File: src/verilog/diad_config.svh
`ifndef DIAD_CONFIG_SVH
`define DIAD_CONFIG_SVH

// Word address bits of the shared memory.
`define DIAD_ADDR_W 8

// Instruction and register width.
`define DIAD_DATA_W 16

// Register count, r0 reads as zero.
`define DIAD_NREG 8

// Cycles from fetch issue to retire_valid without stalls.
`define DIAD_PIPE_DEPTH 6

`endif

File: src/verilog/diad_isa_pkg.sv
`include "diad_config.svh"

package diad_isa_pkg;

    typedef logic [$clog2(`DIAD_NREG)-1:0] reg_t;

    typedef enum logic [2:0] {
        OP_ADD  = 3'd0,
        OP_SUB  = 3'd1,
        OP_AND  = 3'd2,
        OP_OR   = 3'd3,
        OP_XOR  = 3'd4,
        OP_ADDI = 3'd5,
        OP_LD   = 3'd6,
        OP_ST   = 3'd7
    } opcode_e;

    typedef struct packed {
        opcode_e    opcode;
        reg_t       rd;
        reg_t       rs1;
        reg_t       rs2;
        logic [3:0] unused;
    } rfmt_t;

    typedef struct packed {
        opcode_e           opcode;
        reg_t              rd;      // Store data source for OP_ST.
        reg_t              rs1;
        logic signed [6:0] imm;
    } ifmt_t;

    typedef union packed {
        rfmt_t r;
        ifmt_t i;
    } instr_u;

endpackage

File: src/verilog/diad_pipe_pkg.sv
`include "diad_config.svh"

package diad_pipe_pkg;

    typedef logic [`DIAD_ADDR_W-1:0] addr_t;
    typedef logic [`DIAD_DATA_W-1:0] word_t;

    typedef struct packed {
        logic                 valid;
        addr_t                pc;
        diad_isa_pkg::instr_u instr;
        word_t                a;
        word_t                b;       // Second operand or store data.
    } dec_ex_t;

    typedef struct packed {
        logic                 valid;
        addr_t                pc;
        diad_isa_pkg::instr_u instr;
        word_t                result;  // ALU result or data address.
        word_t                sdata;
    } ex_mem_t;

    typedef struct packed {
        logic               en;
        diad_isa_pkg::reg_t rd;
        word_t              data;
    } wb_t;

    typedef struct packed {
        addr_t              pc;
        word_t              instr;
        logic               we;
        diad_isa_pkg::reg_t rd;
        word_t              value;   // Stored data for OP_ST.
    } retire_t;

endpackage
File: src/verilog/diad_decode.sv
`timescale 1ns/10ps
`include "diad_config.svh"

module diad_decode (
    input  logic                     iw_clk,
    input  logic                     iw_rst,
    input  logic                     advance,
    input  logic                     in_valid,
    input  diad_pipe_pkg::addr_t     in_pc,
    input  diad_isa_pkg::instr_u     in_instr,
    input  diad_pipe_pkg::wb_t       wb,
    output logic                     stall,
    output diad_pipe_pkg::dec_ex_t   out
);

    diad_pipe_pkg::word_t rf [`DIAD_NREG];
    logic [`DIAD_NREG-1:0] busy;
    logic [`DIAD_NREG-1:0] busy_set;
    logic [`DIAD_NREG-1:0] busy_clr;
    diad_isa_pkg::reg_t   rd;
    diad_isa_pkg::reg_t   rs1;
    diad_isa_pkg::reg_t   rs2;
    logic                 is_rfmt;
    logic                 is_store;
    logic                 writes;
    logic                 issue;
    diad_pipe_pkg::word_t opnd_a;
    diad_pipe_pkg::word_t opnd_b;

    assign is_rfmt  = in_instr.r.opcode <= diad_isa_pkg::OP_XOR;
    assign is_store = in_instr.i.opcode == diad_isa_pkg::OP_ST;

    assign rs1 = in_instr.r.rs1;
    assign rs2 = in_instr.r.rs2;
    assign rd  = in_instr.i.rd;

    assign writes = !is_store && (rd != '0);

    // The rd field is checked for every opcode. For ST it is a source,
    // otherwise waiting on it keeps one writer per busy bit.
    assign stall = in_valid && (busy[rs1] || busy[rd] || (is_rfmt && busy[rs2]));

    assign issue = advance && in_valid && !stall;

    assign opnd_a = rf[rs1];
    assign opnd_b = is_rfmt ? rf[rs2] : rf[rd];

    always_comb begin
        busy_set = '0;
        busy_clr = '0;
        if (issue && writes) begin
            busy_set[rd] = 1'b1;
        end
        if (wb.en) begin
            busy_clr[wb.rd] = 1'b1;
        end
    end

    always_ff @(posedge iw_clk or posedge iw_rst) begin
        if (iw_rst) begin
            busy <= '0;
        end else begin
            busy <= (busy & ~busy_clr) | busy_set;
        end
    end

    // Architectural registers start at zero, r0 is never written.
    always_ff @(posedge iw_clk or posedge iw_rst) begin
        if (iw_rst) begin
            for (int i = 0; i < `DIAD_NREG; i++) begin
                rf[i] <= '0;
            end
        end else if (wb.en && (wb.rd != '0)) begin
            rf[wb.rd] <= wb.data;
        end
    end

    always_ff @(posedge iw_clk or posedge iw_rst) begin
        if (iw_rst) begin
            out <= '0;
        end else if (advance) begin
            out <= '{valid: issue,
                     pc:    in_pc,
                     instr: in_instr,
                     a:     opnd_a,
                     b:     opnd_b};  // Bubble while stalled.
        end
    end

endmodule

File: config.mk
export PLATFORM = sky130hd
export DESIGN_NAME = diad_decode
export DESIGN_NICKNAME = d
export VERILOG_FILES = /design/src/verilog/diad_isa_pkg.sv /design/src/verilog/diad_pipe_pkg.sv /design/src/verilog/diad_decode.sv
export VERILOG_INCLUDE_DIRS = /design/src /design/src/verilog
export SDC_FILE = /design/constraint.sdc
export NUM_CORES = 1
export LEC_CHECK = 0
export ABC_AREA = 1
export BUFFER_PORTS_ARGS = -buffer_cell sky130_fd_sc_hd__buf_2
export CORE_ASPECT_RATIO = 0.8
export CORE_UTILIZATION = 55
export DETAILED_ROUTE_END_ITERATION = 12
export PLACE_DENSITY = 0.75
export SLEW_MARGIN = 5
export SYNTH_ARGS = -nofsm -noshare
export SYNTH_HDL_FRONTEND = slang
export SYNTH_SLANG_ARGS = --single-unit
File: constraint.sdc
create_clock -name iw_clk -period 14.2 [get_ports iw_clk]
set_input_delay 0 -clock iw_clk [delete_from_list [all_inputs] [get_ports iw_clk]]
set_output_delay 0 -clock iw_clk [all_outputs]
set_load 0.01 [all_outputs]
Word-level counts from Yosys, hierarchy flattened
Cells that the tools add are included.
{ "totals": {"inputBits": 48, "ff_bits": 193, "elab_cells": 75, "output_inout_bits": 58} }
{ "classes": {"n_reduce_logical": 16, "n_mux": 25, "bitwise_logic": 7, "n_lt_le_gt_ge": 12, "eq_ne": 1} }
{ "ops": {"columns": ["operator", "count"], "rows": [
  ["16-bit binary-select mux with 3-bit select", 3],
  ["128-bit bitwise mux", 1],
  ["16-bit two-way mux", 8],
  ["16-bit demux with 3-bit select", 1],
  ["4-bit greater-or-equal comparator (second input constant)", 4],
  ["3-bit by 4-bit < comparator with 1-bit output (second input constant)", 4],
  ["8-bit two-way mux", 2],
  ["3-bit NOT with 4-bit output", 4],
  ["1-bit logical AND", 10],
  ["1-bit binary-select mux with 3-bit select", 3],
  ["8-bit bitwise AND", 1],
  ["8-bit NOT", 1],
  ["8-bit OR", 1],
  ["1-bit demux with 3-bit select", 2],
  ["3-bit by 1-bit greater-or-equal comparator with 1-bit output (second input constant)", 2],
  ["3-bit nonzero test", 2],
  ["1-bit two-way mux", 5],
  ["4-bit by 1-bit < comparator with 1-bit output (second input constant)", 1],
  ["3-bit equality test (second input constant)", 1],
  ["3-bit <= comparator (second input constant)", 1],
  ["1-bit logical NOT", 2],
  ["1-bit logical OR", 2]
]} }

Logic depth before layout (Yosys ltp)
{ "logic_depth": {"word_depth": 10, "ltp_mapped": 11} }

Worst setup path after synthesis
No wires, ideal clock.
{ "synth_path": {"kind": "register to register", "startpoint": "register busy[4]", "endpoint": "register busy[1]", "stages_incl_launch_ff": 10, "setup_time_ns": 0.065, "path_buffers": 0, "path_slack_ns": 13.041, "arrival_time_ns": 1.094, "path_cell_list": "dfrtp_1 -> inv_1 -> nand2_1 -> nand3_1 -> nand2_1 -> nor2_1 -> nand3_2 -> nor2_4 -> nand4_1 -> nand2_1"} }
{ "synth_via": {"elab_chain_len": 10, "word_cells_on_any_way": 15} }
{ "synth_rtl": {"columns": ["element", "line_no", "rtl"], "rows": [
  ["start: declaration", "diad_decode.sv:17", "logic [`DIAD_NREG-1:0] busy;"],
  ["start signal: assignment", "diad_decode.sv:63", "busy <= (busy & ~busy_clr) | busy_set;"],
  ["1-bit binary-select mux with 3-bit select", "diad_decode.sv:41", "assign stall = in_valid && (busy[rs1] || busy[rd] || (is_rfmt && busy[rs2]));"],
  ["1-bit two-way mux (implied by the code)", "diad_decode.sv:41", null],
  ["1-bit logical OR or 1-bit logical AND (tied branches)", "diad_decode.sv:41", null],
  ["1-bit logical OR *", "diad_decode.sv:41", null],
  ["1-bit logical AND *", "diad_decode.sv:41", null],
  ["1-bit logical NOT *", "diad_decode.sv:43", "assign issue = advance && in_valid && !stall;"],
  ["1-bit logical AND *", "diad_decode.sv:43", null],
  ["1-bit logical AND *", "diad_decode.sv:51", "if (issue && writes) begin"],
  ["8-bit two-way mux *", "diad_decode.sv:51", null],
  ["8-bit OR *", "diad_decode.sv:63", null]
]} }
Mark *: on every way between the ends. The rest lies on a longest branch, timed or not. The select of a mux whose other input is x is not followed.
A chain may end at the register's enable or synchronous reset.

Worst setup path after layout
{ "layout_path": {"startpoint": "input port in_instr[8] (netlist bit)", "endpoint": "output port stall"} }
{ "layout_via": {"elab_chain_len": 5} }
{ "layout_rtl": {"columns": ["element", "line_no", "rtl"], "rows": [
  ["start: declaration", "diad_decode.sv:10", "input diad_isa_pkg::instr_u in_instr,"],
  ["1-bit binary-select mux with 3-bit select", "diad_decode.sv:41", null],
  ["1-bit two-way mux (implied by the code)", "diad_decode.sv:41", null],
  ["1-bit logical OR (2 in a row)", "diad_decode.sv:41", null],
  ["1-bit logical AND", "diad_decode.sv:41", null],
  ["end: declaration", "diad_decode.sv:12", "output logic stall,"]
]} }
No other way between the ends. The select of a mux whose other input is x is not followed.

==> out/qor.yml <==
logic_synthesis:
  synth_cells: 1483
  synth_fp_nets: 1531
  synth_edf_count: 0
  synth_seq_area_share_pct: 45.74
  yosys-top-cells-count: "nand2_1 (439), o21ai_0 (285), dfrtp_1 (193)"
  synth.cell_area_sq_um: 10560
  syn_avg_cell_area_sq_um: 7.120
  yosysMostFrequentCell: "nand2_1"
  yosysTopAreaCellShare_pct: 45.74
  yosysTopAreaCell: "dfrtp_1"
  synth_flop_cell: "dfrtp_1"
  synth_seq_cells: 193
  synth_area_leaders: "dfrtp_1 (46%), nand2_1 (16%), o21ai_0 (14%), nand3_1 (5.7%), a21oi_1 (4.7%)"
  synth.distinct_cells: 23
  yosysWarnings: 0
  async_flop_share_pct: 100.0
pwr:
  p_total_w: 0.001578
  powerDensity_nw_per_um2: 131.5
  swShare_pct: 33.38
  combPwrFrac_pct: 20.7
  ir_drop_mv: 0.07956
  p_sw_w: 0.0005267
  clkPwrFrac_pct: 33.6
  pwr-share-seq_pct: 45.8
  p_int_w: 0.001051
  leakagePower_nw: 5.843
sta:
  finalSetupTns_ns: 0
  fmax_mhz: 372.1
  fin_crit_ns: 2.687
  period_share_pct: 18.92
  rsz0062_at_grt: "false"
  setup_viol: 0
  timing.final.max_slew_violations: 0
  skew_ns: 0.008193
  relSlewSlack_pct: 18.72
  tightest_slew_ns: 1.216
  fin_ws_ns: 11.51
  finalHoldViolCount: 0
global_route:
  grt_pass1_vias: 9533
  antenna_found_initial: 0
  grt_pass1_wl_mm: 54.17
  grt_max_degree: 131
  grt_usage_pct: 36.27
  overflow: 0
drt:
  vias: 10779
  first_pass_iters: 6
  totalWireLength_mm: 34.72
  wl_per_cell_um: 19.21
  drc: 0
  via_per_inst: 5.965
  drtIter0Drc: 1559
  antenna_left: 0
setup_path:
  crit_arrival_ns: 2.69
  cp_slowest_stage_delay_ns: 0.93
  r2r_setup_slack_ns: 12.64
  path_class: "in -> out"
  rr_worst_depth: 9
  r2r_start: "busy[0]"
  cp.required_ns: 14.20
  worstSetupStartpointType: "input port"
  path_cells: "buf_2, clkinv_1, nand3_1, nand2_1, nand2_1, nand3_2, nor2_4, nor2_1, buf_2"
  cpLargestDelayFamily: "buffers and inverters"
  crit_buf_inv: 3
  slowest_stage: "clkinv_1"
  r2r_end: "busy[1]"
  crit_fanout: 52
  critPathCaptureType: "output pin"
die:
  die_w_um: 156.9
  die_area_sq_um: 19760
  die_height_um: 125.9
  core_area_sq_um: 18440
  ios: 106
  start_util_pct: 57.25
  num_rows: 44
finish:
  multi_input_area_sq_um: 4800
  area_growth_syn_to_layout_pct: 13.67
  nets: 1590
  num-fill-cells: 1587
  drive_above_1_share_pct: 10.49
  fin_util_pct: 65.08
  seqCellArea_sq_um: 4830
  antennaDiodeCount: 0
  finish.instance_area_sq_um: 12000
worst_hold_path:
  min_from: "in_instr[9]"
  hold_path_class: "in -> reg"
  holdPathEnd: "out[31]"
  min_path_cells: 3
clock_network:
  htreeDepth: 4
  cts_root_buf: "clkbuf_16"
  postCtsSetupBuffers: 0
  cts_tree: "yes"
  clkTransAtPathRegs_ns: 0.07
  insertion_delay_ns: 0.44
  cts_made_buffers: 17
  cts_sinks: 193
  clockBufferDepth: 2
  cts-resized-gates: 0
placement:
  place_area_sq_um: 11000
  place_ws_ns: 11.63
  io_buffers: 105
  place_congestion: 0.9413
  dp_hpwl_mm: 21.53
outcome:
  outcome: "finished, final reports clean"
job:
  drv_cap: 0
-- cell usage in the layout, fill, tap and decap left out, drive strengths merged, types with 4 or more instances in the layout --
cell / Yosys / routed
a21oi: 99 / 99
a22oi: 4 / 4
buf: 40 / 119
bufinv: 0 / 4
clkbuf: 75 / 19
clkinv: 4 / 4
dfrtp: 193 / 193
dlygate4sd3: 0 / 36
inv: 108 / 114
nand2: 439 / 439
nand3: 122 / 122
nand4: 14 / 14
nor2: 67 / 67
o211ai: 8 / 8
o21ai: 288 / 288
o22ai: 20 / 20
-- per-stage QoR --
step / hold slack, ns / instances
after floorplan: 0.08713 / 1483
after global routing: 0.03610 / 1807
final: 0.02879 / 1807
after detailed placement: 0.2101 / 1740
after global placement: 0.2078 / 1740
after CTS: 0.01343 / 1807
-- power groups by stage --
stage | Clock [W] | Sequential, W | Combinational (W)
floorplan | 0 | 0.000704 | 0.000205
global placement | 0 | 0.000721 | 0.000300
detailed placement | 0 | 0.000724 | 0.000307
CTS | 0.000532 | 0.000714 | 0.000317
global route | 0.000552 | 0.000728 | 0.000368
finish | 0.000530 | 0.000722 | 0.000326
-- final cells by class --
type                    count  area share, %
flip-flops and latches    193          40.24
multi-input cells        1063          39.99
repair buffers            155          8.256
clock buffers              19          3.690
inverters                 112          3.565
well taps                 253          2.637
clock inverters            12          1.626
-- state kept, by name, summed over array words and instances (netlist names) --
name,flops
out,57
busy,8
rf,128
-- worst register-to-register path, stage by stage, from the launching register on --
cell	delay, ns
dfrtp_1	0.36
inv_1	0.26
nand2_1	0.09
nand3_1	0.09
nand3_1	0.09
nand2_1	0.10
nor2_1	0.07
nor2_4	0.23
nand4_1	0.13
nand2_1	0.08
-- how the worst max path moves through the flow --
| stage | cells past startpoint | start | end |
|---|---|---|---|
| 2_1_floorplan | 1 | iw_rst | busy[0] |
| 3_3_place_gp | 9 | in_instr[8] | busy[4] |
| 3_5_place_dp | 9 | in_instr[8] | busy[7] |
| 4_1_cts | 9 | in_instr[8] | stall |
| 5_1_grt | 9 | in_instr[8] | stall |
| 6_report | 9 | in_instr[8] | stall |
-- repair_timing --
item / CTS / global route
endpoints found under the hold margin: 245 / 0
endpoints found under the setup margin: 0 / 0
hold buffers: 36 / 0
-- routing by layer --
layer  global-route usage, %  part of all wire, %
met3                   14.49                   17
met2                   46.41                   38
met4                   7.843                  1.1
met5                       0                    0
met1                   56.34                   44
-- logic make-up (layout without fill, tap and decap cells) --
kind of cell	after synthesis	in the layout	synth area share, %
AND/OR/NAND/NOR	644	644	25.05
AO/OA/AOI/OAI	419	419	20.38
flip-flops	193	193	45.74
buffers and inverters	227	298	8.828
Note: power is estimated with default switching activity, not from simulation.
